**src/hdl/afuPkg.sv**
```systemverilog
/*
 * Shared definitions for the checksum accelerator unit
 * Typedefs for MMIO and memory fields, the engine state enum,
 * the MMIO register indices and the constant header values
 */

package afuPkg;

  // ============================================================
  // Field types
  // ============================================================

  // MMIO register index as seen by the host, one index per 64-bit register
  typedef logic [15:0] tMmioAddr;
  typedef logic [63:0] tMmioData;
  typedef logic [8:0]  tMmioTid;

  // Cache-line address and job length
  typedef logic [31:0] tMemAddr;
  typedef logic [15:0] tLineCount;

  // The tag is the low byte of the line index within the job
  typedef logic [7:0]  tMemTag;

  // Checksum engine FSM states
  typedef enum logic [1:0] {
    ENG_IDLE  = 2'd0,
    ENG_ISSUE = 2'd1,
    ENG_DRAIN = 2'd2,
    ENG_DONE  = 2'd3
  } tEngineState;

  // ============================================================
  // Register map
  // ============================================================

  localparam tMmioAddr REG_DFH        = 16'd0;
  localparam tMmioAddr REG_AFU_ID     = 16'd1;
  localparam tMmioAddr REG_SRC_BASE   = 16'd2;
  localparam tMmioAddr REG_LINE_COUNT = 16'd3;
  localparam tMmioAddr REG_CONTROL    = 16'd4;
  localparam tMmioAddr REG_STATUS     = 16'd5;
  localparam tMmioAddr REG_CHECKSUM   = 16'd6;
  localparam tMmioAddr REG_SCRATCH    = 16'd7;

  // Feature type AFU in [63:60], end of list in bit 40, next offset zero
  localparam tMmioData DFH_VALUE    = 64'h1000_0100_0000_0001;
  localparam tMmioData AFU_ID_VALUE = 64'hC5A3_9E71_4B20_D86F;

endpackage

```
**src/hdl/mmioCsrIf.sv**
```systemverilog
/*
 * Register bus between the MMIO decoder, the checksum engine
 * and the read-response builder
 * Carries write strobes, read strobes and register contents
 */

`timescale 1ns/1ps

interface mmioCsrIf;
  import afuPkg::*;

  // Registered host write and its one-hot register selects
  logic      wrEn;
  tMmioData  wrData;
  logic      selSrcBase;
  logic      selLineCount;
  logic      selControl;
  logic      selScratch;

  // Registered host read with the index to return and its transaction ID
  logic      rdEn;
  tMmioAddr  rdSel;
  tMmioTid   rdTid;

  // Current register contents owned by the engine
  tMemAddr   srcBase;
  tLineCount lineCount;
  logic      busy;
  logic      done;
  tMmioData  checksum;
  tMmioData  scratch;

  modport decode (
    output wrEn, wrData, selSrcBase, selLineCount, selControl, selScratch,
    output rdEn, rdSel, rdTid
  );

  modport execute (
    input  wrEn, wrData, selSrcBase, selLineCount, selControl, selScratch,
    output srcBase, lineCount, busy, done, checksum, scratch
  );

  modport result (
    input rdEn, rdSel, rdTid,
    input srcBase, lineCount, busy, done, checksum, scratch
  );

endinterface

```
**src/hdl/afuTop.sv**
```systemverilog
/*
 * Accelerator top level
 * Host MMIO and memory read ports as plain signals, the register
 * bus and the decoder, checksum engine and response builder
 */

`timescale 1ns/1ps

module afuTop #(
  parameter int MAX_OUTSTANDING = 16
) (
  input  logic              pClk,
  input  logic              arstN,

  // Host MMIO requests
  input  logic              mmioWrValid,
  input  logic              mmioRdValid,
  input  afuPkg::tMmioAddr  mmioAddr,
  input  afuPkg::tMmioTid   mmioTid,
  input  afuPkg::tMmioData  mmioWrData,

  // Host MMIO read responses
  output logic              mmioRspValid,
  output afuPkg::tMmioTid   mmioRspTid,
  output afuPkg::tMmioData  mmioRspData,

  // Memory read port
  output logic              memRdReqValid,
  output afuPkg::tMemAddr   memRdReqAddr,
  output afuPkg::tMemTag    memRdReqTag,
  input  logic              memRdAlmFull,
  input  logic              memRdRspValid,
  input  afuPkg::tMemTag    memRdRspTag,
  input  afuPkg::tMmioData  memRdRspData
);

  // ============================================================
  // Register bus and the three stages
  // ============================================================

  mmioCsrIf csrBus ();

  // Stage one registers the host request
  mmioDecode decodeInst (
    .pClk        (pClk),
    .arstN       (arstN),
    .mmioWrValid (mmioWrValid),
    .mmioRdValid (mmioRdValid),
    .mmioAddr    (mmioAddr),
    .mmioTid     (mmioTid),
    .mmioWrData  (mmioWrData),
    .csr         (csrBus.decode)
  );

  checksumEngine #(
    .MAX_OUTSTANDING (MAX_OUTSTANDING)
  ) engineInst (
    .pClk          (pClk),
    .arstN         (arstN),
    .csr           (csrBus.execute),
    .memRdAlmFull  (memRdAlmFull),
    .memRdReqValid (memRdReqValid),
    .memRdReqAddr  (memRdReqAddr),
    .memRdReqTag   (memRdReqTag),
    .memRdRspValid (memRdRspValid),
    .memRdRspTag   (memRdRspTag),
    .memRdRspData  (memRdRspData)
  );

  // Stage two builds the read response
  mmioResult resultInst (
    .pClk         (pClk),
    .arstN        (arstN),
    .csr          (csrBus.result),
    .mmioRspValid (mmioRspValid),
    .mmioRspTid   (mmioRspTid),
    .mmioRspData  (mmioRspData)
  );

endmodule

```
**src/hdl/checksumEngine.sv**
```systemverilog
/*
 * Checksum engine
 * Job registers, line read issue under almost-full and the
 * outstanding limit, per-tag response tracking and the 64-bit sum
 */

`timescale 1ns/1ps

module checksumEngine #(
  parameter int MAX_OUTSTANDING = 16
) (
  input  logic              pClk,
  input  logic              arstN,
  mmioCsrIf.execute         csr,
  input  logic              memRdAlmFull,
  output logic              memRdReqValid,
  output afuPkg::tMemAddr   memRdReqAddr,
  output afuPkg::tMemTag    memRdReqTag,
  input  logic              memRdRspValid,
  input  afuPkg::tMemTag    memRdRspTag,
  input  afuPkg::tMmioData  memRdRspData
);
  import afuPkg::*;

  localparam int OUT_W = $clog2(MAX_OUTSTANDING + 1);
  localparam int TAGS  = 1 << $bits(tMemTag);

  tEngineState      state;
  tMemAddr          srcBase;
  tLineCount        lineCount;
  tMmioData         scratch;
  tMmioData         checksum;
  tLineCount        issCount;
  tLineCount        rspCount;
  logic [OUT_W-1:0] outCount;
  logic [TAGS-1:0]  pending;
  logic [TAGS-1:0]  setMask;
  logic [TAGS-1:0]  clrMask;
  logic             busy;
  logic             startReq;
  logic             rspAccept;
  logic             lastIssue;

  assign busy     = (state == ENG_ISSUE) || (state == ENG_DRAIN);
  // A start while a job runs is dropped
  assign startReq = csr.wrEn && csr.selControl && csr.wrData[0] && !busy;

  // ============================================================
  // Job and scratch registers
  // ============================================================

  // Base and length are frozen while a job is in flight
  always_ff @(posedge pClk or negedge arstN)
  begin
    if (!arstN)
    begin
      srcBase   <= '0;
      lineCount <= '0;
      scratch   <= '0;
    end
    else if (csr.wrEn)
    begin
      if (csr.selSrcBase && !busy)
        srcBase <= tMemAddr'(csr.wrData);
      if (csr.selLineCount && !busy)
        lineCount <= tLineCount'(csr.wrData);
      if (csr.selScratch)
        scratch <= csr.wrData;
    end
  end

  // ============================================================
  // Request issue
  // ============================================================

  // Requests go out in the same cycle the throttles allow them,
  // so almost-full blocks the very cycle it is high
  assign memRdReqValid = (state == ENG_ISSUE) && (issCount != lineCount) &&
                         (outCount < OUT_W'(MAX_OUTSTANDING)) && !memRdAlmFull;
  assign memRdReqAddr  = srcBase + tMemAddr'(issCount);
  assign memRdReqTag   = tMemTag'(issCount);
  assign lastIssue     = memRdReqValid && (tLineCount'(issCount + 16'd1) == lineCount);

  // At most 255 reads are in flight, so live tags never collide
  // and a response without a pending tag is dropped
  assign rspAccept = memRdRspValid && pending[memRdRspTag];
  assign setMask   = memRdReqValid ? (TAGS'(1) << memRdReqTag) : '0;
  assign clrMask   = rspAccept ? (TAGS'(1) << memRdRspTag) : '0;

  always_ff @(posedge pClk or negedge arstN)
  begin
    if (!arstN)
    begin
      state <= ENG_IDLE;
    end
    else
    begin
      unique case (state)
        ENG_IDLE, ENG_DONE:
          if (startReq)
            state <= ENG_ISSUE;
        // Zero lines leaves issue at once without a request
        ENG_ISSUE:
          if ((lineCount == '0) || lastIssue)
            state <= ENG_DRAIN;
        ENG_DRAIN:
          if (rspCount == lineCount)
            state <= ENG_DONE;
        default:
          state <= ENG_IDLE;
      endcase
    end
  end

  // ============================================================
  // Counters and checksum
  // ============================================================

  // Issue and response counts plus the sum restart with each job
  always_ff @(posedge pClk or negedge arstN)
  begin
    if (!arstN)
    begin
      issCount <= '0;
      rspCount <= '0;
      checksum <= '0;
    end
    else if (startReq)
    begin
      issCount <= '0;
      rspCount <= '0;
      checksum <= '0;
    end
    else
    begin
      if (memRdReqValid)
        issCount <= issCount + tLineCount'(1);
      // Addition is order independent so responses may come in any order
      if (rspAccept)
      begin
        rspCount <= rspCount + tLineCount'(1);
        checksum <= checksum + memRdRspData;
      end
    end
  end

  // In-flight tracking spans jobs and drains to zero by itself
  always_ff @(posedge pClk or negedge arstN)
  begin
    if (!arstN)
    begin
      outCount <= '0;
      pending  <= '0;
    end
    else
    begin
      pending <= (pending & ~clrMask) | setMask;
      if (memRdReqValid && !rspAccept)
        outCount <= outCount + OUT_W'(1);
      else if (!memRdReqValid && rspAccept)
        outCount <= outCount - OUT_W'(1);
    end
  end

  assign csr.srcBase   = srcBase;
  assign csr.lineCount = lineCount;
  assign csr.scratch   = scratch;
  assign csr.checksum  = checksum;
  assign csr.busy      = busy;
  assign csr.done      = (state == ENG_DONE);

endmodule

```
**src/hdl/mmioDecode.sv**
```systemverilog
/*
 * MMIO address decoder
 * Registers the host request, turns the register index into
 * one-hot write selects and forwards the read index and TID
 */

`timescale 1ns/1ps

module mmioDecode (
  input  logic              pClk,
  input  logic              arstN,
  input  logic              mmioWrValid,
  input  logic              mmioRdValid,
  input  afuPkg::tMmioAddr  mmioAddr,
  input  afuPkg::tMmioTid   mmioTid,
  input  afuPkg::tMmioData  mmioWrData,
  mmioCsrIf.decode          csr
);
  import afuPkg::*;

  logic hitSrcBase;
  logic hitLineCount;
  logic hitControl;
  logic hitScratch;

  // ============================================================
  // Write select decode
  // ============================================================

  // Only the writable registers get a select
  // DFH, unit ID, status and checksum are read-only and fall through
  always_comb
  begin
    hitSrcBase   = mmioWrValid && (mmioAddr == REG_SRC_BASE);
    hitLineCount = mmioWrValid && (mmioAddr == REG_LINE_COUNT);
    hitControl   = mmioWrValid && (mmioAddr == REG_CONTROL);
    hitScratch   = mmioWrValid && (mmioAddr == REG_SCRATCH);
  end

  // Strobes and selects are single-cycle pulses one clock after the host strobe
  always_ff @(posedge pClk or negedge arstN)
  begin
    if (!arstN)
    begin
      csr.wrEn         <= 1'b0;
      csr.rdEn         <= 1'b0;
      csr.selSrcBase   <= 1'b0;
      csr.selLineCount <= 1'b0;
      csr.selControl   <= 1'b0;
      csr.selScratch   <= 1'b0;
    end
    else
    begin
      csr.wrEn         <= mmioWrValid;
      csr.rdEn         <= mmioRdValid;
      csr.selSrcBase   <= hitSrcBase;
      csr.selLineCount <= hitLineCount;
      csr.selControl   <= hitControl;
      csr.selScratch   <= hitScratch;
    end
  end

  // ============================================================
  // Payload capture
  // ============================================================

  // Data, index and TID only load when their strobe is present
  always_ff @(posedge pClk)
  begin
    if (mmioWrValid)
      csr.wrData <= mmioWrData;
    if (mmioRdValid)
    begin
      csr.rdSel <= mmioAddr;
      csr.rdTid <= mmioTid;
    end
  end

endmodule

```
**src/hdl/mmioResult.sv**
```systemverilog
/*
 * MMIO read-response builder
 * Selects the header, unit ID or a register for a decoded read
 * and returns it one cycle later with its transaction ID
 */

`timescale 1ns/1ps

module mmioResult (
  input  logic              pClk,
  input  logic              arstN,
  mmioCsrIf.result          csr,
  output logic              mmioRspValid,
  output afuPkg::tMmioTid   mmioRspTid,
  output afuPkg::tMmioData  mmioRspData
);
  import afuPkg::*;

  tMmioData rdData;

  // ============================================================
  // Read multiplexer
  // ============================================================

  // Control is a write-only strobe and reads back as zero
  // like any index outside the map
  always_comb
  begin
    case (csr.rdSel)
      REG_DFH:
        rdData = DFH_VALUE;
      REG_AFU_ID:
        rdData = AFU_ID_VALUE;
      REG_SRC_BASE:
        rdData = tMmioData'(csr.srcBase);
      REG_LINE_COUNT:
        rdData = tMmioData'(csr.lineCount);
      // Status has done in bit 0 and busy in bit 1
      REG_STATUS:
        rdData = {62'd0, csr.busy, csr.done};
      REG_CHECKSUM:
        rdData = csr.checksum;
      REG_SCRATCH:
        rdData = csr.scratch;
      default:
        rdData = '0;
    endcase
  end

  // ============================================================
  // Response register
  // ============================================================

  always_ff @(posedge pClk or negedge arstN)
  begin
    if (!arstN)
      mmioRspValid <= 1'b0;
    else
      mmioRspValid <= csr.rdEn;
  end

  // The TID rides along with the data so the host can match it
  always_ff @(posedge pClk)
  begin
    if (csr.rdEn)
    begin
      mmioRspTid  <= csr.rdTid;
      mmioRspData <= rdData;
    end
  end

endmodule

```
**config.mk**
```make
export PLATFORM = sky130hd
export DESIGN_NAME = afuTop
export DESIGN_NICKNAME = d
export VERILOG_FILES = /design/src/hdl/afuPkg.sv /design/src/hdl/mmioCsrIf.sv /design/src/hdl/afuTop.sv /design/src/hdl/checksumEngine.sv /design/src/hdl/mmioDecode.sv /design/src/hdl/mmioResult.sv
export SDC_FILE = /design/constraint.sdc
export NUM_CORES = 1
export LEC_CHECK = 0
export BUFFER_PORTS_ARGS = -buffer_cell sky130_fd_sc_hd__buf_2
export CORE_MARGIN = 10
export CORE_UTILIZATION = 60
export DETAILED_ROUTE_END_ITERATION = 7
export PLACE_DENSITY_LB_ADDON = 0.12
export REMOVE_ABC_BUFFERS = 1
export SLEW_MARGIN = 15
export SYNTH_ARGS = -nofsm -noshare
export SYNTH_HDL_FRONTEND = slang
export SYNTH_HIERARCHICAL = 1
export SYNTH_SLANG_ARGS = --single-unit
export TNS_END_PERCENT = 5
```
**constraint.sdc**
```tcl
create_clock -name pClk -period 4.4 [get_ports pClk]
set_clock_uncertainty 0.15 [all_clocks]
set_input_delay 0.44 -clock pClk [delete_from_list [all_inputs] [get_ports pClk]]
set_output_delay 0.44 -clock pClk [all_outputs]
set_load 0.01 [all_outputs]
```
After elaboration in Yosys (flattened, before gate mapping). Cells that the tools add are included.

Bits in registers: 640. Input bits: 167. Output and inout bits: 115. Logic and storage cells: 103.

$add $sub $neg: 6. Order comparisons: 2. Eq/ne operators: 19. Shifts and indexed selects: 2. Muxes and demuxes: 17. Bitwise gates (word level): 3. Reduce and logical (&&, ||, !) cells: 33.

Operators with widths (count): $mux W256 (2); $shl A1 B8 Y256 const A (2); $pmux W64 S7 (1); $and A256 B256 Y256 (1); $not A256 Y256 (1); $or A256 B256 Y256 (1); $mux W64 (2); $eq A16 B3 Y1 const B (5); $add A64 B64 Y64 (1); $eq A16 B2 Y1 const B (4); $mux W16 (4); $add A16 B1 Y16 const B (2); $add A32 B16 Y32 (1); $eq A16 B16 Y1 (2); $logic_not A16 Y1 (2); $eq A16 B1 Y1 const B (1); $logic_and A1 B1 Y1 (16); $ne A16 B16 Y1 (1); $mux W5 (2); $lt A8 B9 Y1 const B (1); $bmux W1 S8 (1); $mux W2 (3); $pmux W2 S3 (1); $reduce_and A2 Y1 (3); 14 further kinds (22).

Depth between registers and ports, before layout.
Word-level depth: 8. Depth in mapped cells: 20. Depth with buffers taken out: 15.

Modules after synthesis. The synthesis kept the hierarchy.

By module, submodules not included: checksumEngine (instances 1, cells each 2544, area an instance 25964.9 sq um, sequential area each 11786.3 sq um); mmioResult (instances 1, cells each 255, area an instance 3738.6 sq um, sequential area each 2217.1 sq um); mmioDecode (instances 1, cells each 107, area an instance 2949.1 sq um, sequential area each 2822.7 sq um).

Worst setup path before layout. No wires, ideal clock.

Kind: input -> register. Start: input port memRdRspTag[0]. End: register engineInst.outCount[4]. Setup time: 0.125 ns. Data arrival time: 3.870 ns. Data required time: 4.125 ns. Slack: 0.255 ns. Cell stages on the path: 19. Path buffers: 5. Cells stage by stage: buf_6 -> buf_6 -> buf_6 -> mux4_2 -> a221oi_1 -> o22ai_1 -> nor3_1 -> o22ai_2 -> nor2_4 -> buf_4 -> buf_4 -> ha_1 -> inv_1 -> ha_1 -> a21o_1 -> a21oi_1 -> xnor2_1 -> nor2_1 -> xor2_1.

Cells in the longest elaborated chain, start to end: 6. Elaborated cells on any way between the ends: 8. Those cells by class: mux (3); reduce/logical (5).

RTL lines: start: declaration (line afuTop.sv:33) `input afuPkg::tMemTag memRdRspTag,`; $bmux W1 S8 * (line checksumEngine.sv:86) `assign rspAccept = memRdRspValid && pending[memRdRspTag];`; $mux W1 (implied by the code) * (line checksumEngine.sv:86); $logic_and A1 B1 Y1 * (line checksumEngine.sv:86); $logic_not A1 Y1 (line checksumEngine.sv:158) `if (memRdReqValid && !rspAccept)`; $logic_and A1 B1 Y1 (line checksumEngine.sv:158); $mux W5 or $reduce_bool A2 Y1 (tied branches); end signal: assignment (line checksumEngine.sv:159) `outCount <= outCount + OUT_W'(1);`; end signal: assignment (line checksumEngine.sv:161) `outCount <= outCount - OUT_W'(1);`; end: declaration (line checksumEngine.sv:35) `logic [OUT_W-1:0] outCount;`.

Every way passes the cells marked *; elsewhere a longest branch is shown, timed or not. The select of a mux whose other input is x is not followed. A chain may end at the register's enable or synchronous reset.

Worst setup path after layout.
Start: register engineInst.srcBase[1] (netlist: engineInst/csr.srcBase[1]). End: output port memRdReqAddr[31].

Cells in the longest elaborated chain, start to end: 1.

RTL lines: start: declaration (line checksumEngine.sv:29) `tMemAddr srcBase;`; start signal: assignment (line checksumEngine.sv:64) `srcBase <= tMemAddr'(csr.wrData);`; $add A32 B16 Y32 (line checksumEngine.sv:80) `assign memRdReqAddr = srcBase + tMemAddr'(issCount);`; end: declaration (line afuTop.sv:29) `output afuPkg::tMemAddr memRdReqAddr,`.

No other way between the ends.

==> flow_summary_export.csv <==
group,metric,value,unit
logic_synthesis,yosys-top-cells-area,"dfrtp_1 37%, edfxtp_1 15%, o21ai_0 7.1%, mux4_2 5.4%, mux2_2 3.9%",
critical_path,crit_path_end_kind,"output port",
logic_synthesis,synthFlopType,"dfrtp_1",
critical_path,r2r_cells,13,
global_routing,grt_pass1_wl,162000,µm
layout,fin_area,38100,µm²
drt,drtAntennaViolNets,0,
drt,route.met3.wl,10700,µm
cts,cts_tree,"done",
critical_path,critPathArrivalTime,3670,ps
layout,area.sequential,16800,µm²
die,rows,85,
timing,fmax,235,MHz
flow_run,maxCapViolations,0,
cts,clk_pin_slew,60,ps
cts,h-tree-depth,3,
placement,placed_area,34800,µm²
global_routing,grt-ovfl-total,0,
drt,highest_layer,"met5",
die,fp.dieH,253,µm
die,initial_utilization,60.7,%
layout,n_fill_cell,3707,
drt,dr_wl_met2,49600,µm
logic_synthesis,ys_types,93,
critical_path,crit_fanout,8,
logic_synthesis,synth_top_area_cell,"dfrtp_1",
logic_synthesis,syn-mean-instance-area,11.2,µm²
drt,wl_met1,40400,µm
timing,worst_pin_slew,1170,ps
critical_path,reg2reg_from,"engineInst/csr.checksum[0]$_DFFE_PN0P_",
placement,routabilityCongestion,0.947,
power_and_ir_drop,power.leakage,0.0171,µW
logic_synthesis,ys.warnings.count,6,
timing,setup_viol,0,
drt,num_vias,26765,
drt,drc,0,
timing,relSlewSlack,22.2,%
power_and_ir_drop,peakVddDrop,0.000404,V
critical_path,critPathKind,"flop to output port",
die,dieArea,64200,µm²
critical_path,crit_path_start_kind,"flop",
layout,drive_gt1_share,21.9,%
logic_synthesis,syn-cell-area,32700,µm²
drt,totalWireLength,106000,µm
logic_synthesis,synthTopCellsByCount,"478 x dfrtp_1, 465 x o21ai_0, 194 x nor2_1",
critical_path,ff2ff_setup_slack,470,ps
timing,hold_violations,0,
layout,layout.nets,3511,
logic_synthesis,synth_most_common_cell,"dfrtp_1",
cts,cts_max_path_buffers,3,
min_path,hp-class,"primary input to flop",
logic_synthesis,async_reset_ff_share,74.7,%
drt,route.detailed.wl_per_inst,26.4,µm
timing,report.final.slew_viol_count,0,
global_routing,antenna_found_initial,4,
global_routing,track_usage,32.9,%
logic_synthesis,synth-edff-count,162,
cts,clk_latency,630,ps
power_and_ir_drop,power.density,453,nW/µm²
critical_path,rr_endpoint,"engineInst/csr.checksum[52]$_DFFE_PN0P_",
timing,finalCritPeriodShare,96.9,%
die,ios,282,
global_routing,grt_max_degree,116,
logic_synthesis,synth_top_area_share,36.6,%
critical_path,crit_end,"memRdReqAddr[31]",
critical_path,critPathLaunch,"engineInst/csr.srcBase[1]$_DFFE_PN0P_",
critical_path,worst-endpoint-required,3810,ps
layout,utilization,70.8,%
global_routing,first_global_vias,26998,
layout,area_delta_synth_final,16.7,%
timing,period_needed,4260,ps
cts,cts-root-buf,"clkbuf_16",
min_path,min_from,"memRdRspData[0]",
timing,tns,0,ps
die,die_w,253,µm
placement,portBuffers,281,
logic_synthesis,synth-seq-cells,640,
logic_synthesis,ys_seq_area_share,51.5,%
drt,dr.pass1.iters,8,
drt,routed_via_density,6.69,
status,status,"complete, no violations",
cts,clock-sinks,640,
placement,dpl.hpwl,72100,µm
drt,drt_iter0_drc,2857,
layout,multiInputGateArea,14900,µm²
cts,numCtsBuffers,70,
logic_synthesis,synth_cells,2906,
die,core,53800,µm²
timing,rsz0062_at_grt,"false",
-- stage by stage --
stage	hold slack [ps]	cells	power, µW	setup slack, ps
2_1_floorplan	-5.59	2726	9860	102
3_3_place_gp	251	3778	11100	-122
3_5_place_dp	255	3778	11200	-146
4_1_cts	71.9	3997	17200	31.9
5_1_grt	94.0	3999	18000	4.38
6_report	88.7	4001	17200	138
-- kinds of logic (layout without fill, tap and decap cells) --
| family | after synthesis | count (layout) | share of synthesized area [%] |
|---|---|---|---|
| compound gates | 923 | 923 | 16.6 |
| flops | 640 | 640 | 51.5 |
| simple gates | 622 | 622 | 9.81 |
| mux | 240 | 240 | 10.8 |
| buf+inv | 221 | 618 | 3.11 |
| xor+xnor | 163 | 163 | 4.37 |
| fa+ha+maj | 97 | 97 | 3.79 |
| other cells | 0 | 2 | 0 |
-- routing by layer --
metal / vias to the layer above / global-route usage, %
li1: 11463 / -
met1: 13321 / 42.4
met2: 1623 / 52.1
met3: 354 / 8.30
met4: 4 / 14.1
met5: - / 0
-- worst min path at each step --
| stage | end | slack (ps) | depth (start not counted) |
|---|---|---|---|
| detailed placement | resultInst/mmioRspTid[3]$_DFFE_PP_ | 250 | 0 |
| floorplan | decodeInst/csr.rdEn$_DFF_PN0_ | -6 | 0 |
| finish | engineInst/csr.checksum[0]$_DFFE_PN0P_ | 90 | 4 |
| global placement | resultInst/mmioRspTid[2]$_DFFE_PP_ | 250 | 0 |
| global route | engineInst/csr.checksum[0]$_DFFE_PN0P_ | 90 | 4 |
| CTS | engineInst/csr.checksum[0]$_DFFE_PN0P_ | 70 | 4 |
-- area by class of cell --
| type | count | area share (%) |
|---|---|---|
| sequential | 640 | 44.2 |
| multi-input combinational | 2045 | 39.1 |
| timing repair buffer | 449 | 7.98 |
| clock buffer | 99 | 5.32 |
| tap | 696 | 2.29 |
| clock inverter | 29 | 0.768 |
| inverter | 41 | 0.410 |
| antenna | 2 | 0.0131 |
-- layout by cell type, fill, tap and decap left out, types with 91 or more instances in the layout --
cell           count
dlygate4sd3_1     91
dfrtp_1          476
nand2_1          137
edfxtp_1         162
xnor2_1           98
buf_2            279
o21ai_0          462
ha_1              94
o21ai_1          103
nor2_1           194
mux2_2           112
a21oi_1          117
-- registers in the layout, indices dropped and copies added (netlist names), 32 cells and up --
name	cells
engineInst/pending	256
decodeInst/csr.wrData	64
resultInst/mmioRspData	64
engineInst/csr.scratch	64
engineInst/csr.srcBase	32
engineInst/csr.checksum	64
-- repair_timing --
action                     4_1_cts  5_1_grt
pin swaps                        1        3
resized for setup                5       10
setup buffers                    0        2
hold buffers                    91        0
setup endpoints to repair        8       13
hold endpoints to repair       202        0
-- power breakdown --
group / total (µW) / internal, µW / switching (µW)
Sequential: 7010 / 6530 / 482
Combinational: 4260 / 1810 / 2460
Clock: 5980 / 3520 / 2460
-- critical path, stage by stage, from the launching register on --
cell,delay [ps]
dfrtp_1,480
ha_1,310
a21o_1,150
a21o_1,200
a21oi_1,220
o21ai_1,130
a41o_1,270
o41a_1,370
nand4_1,150
a311oi_2,130
buf_6,190
nand3_1,120
xnor2_1,150
buf_2,170
(Power assumes the default switching activity.)
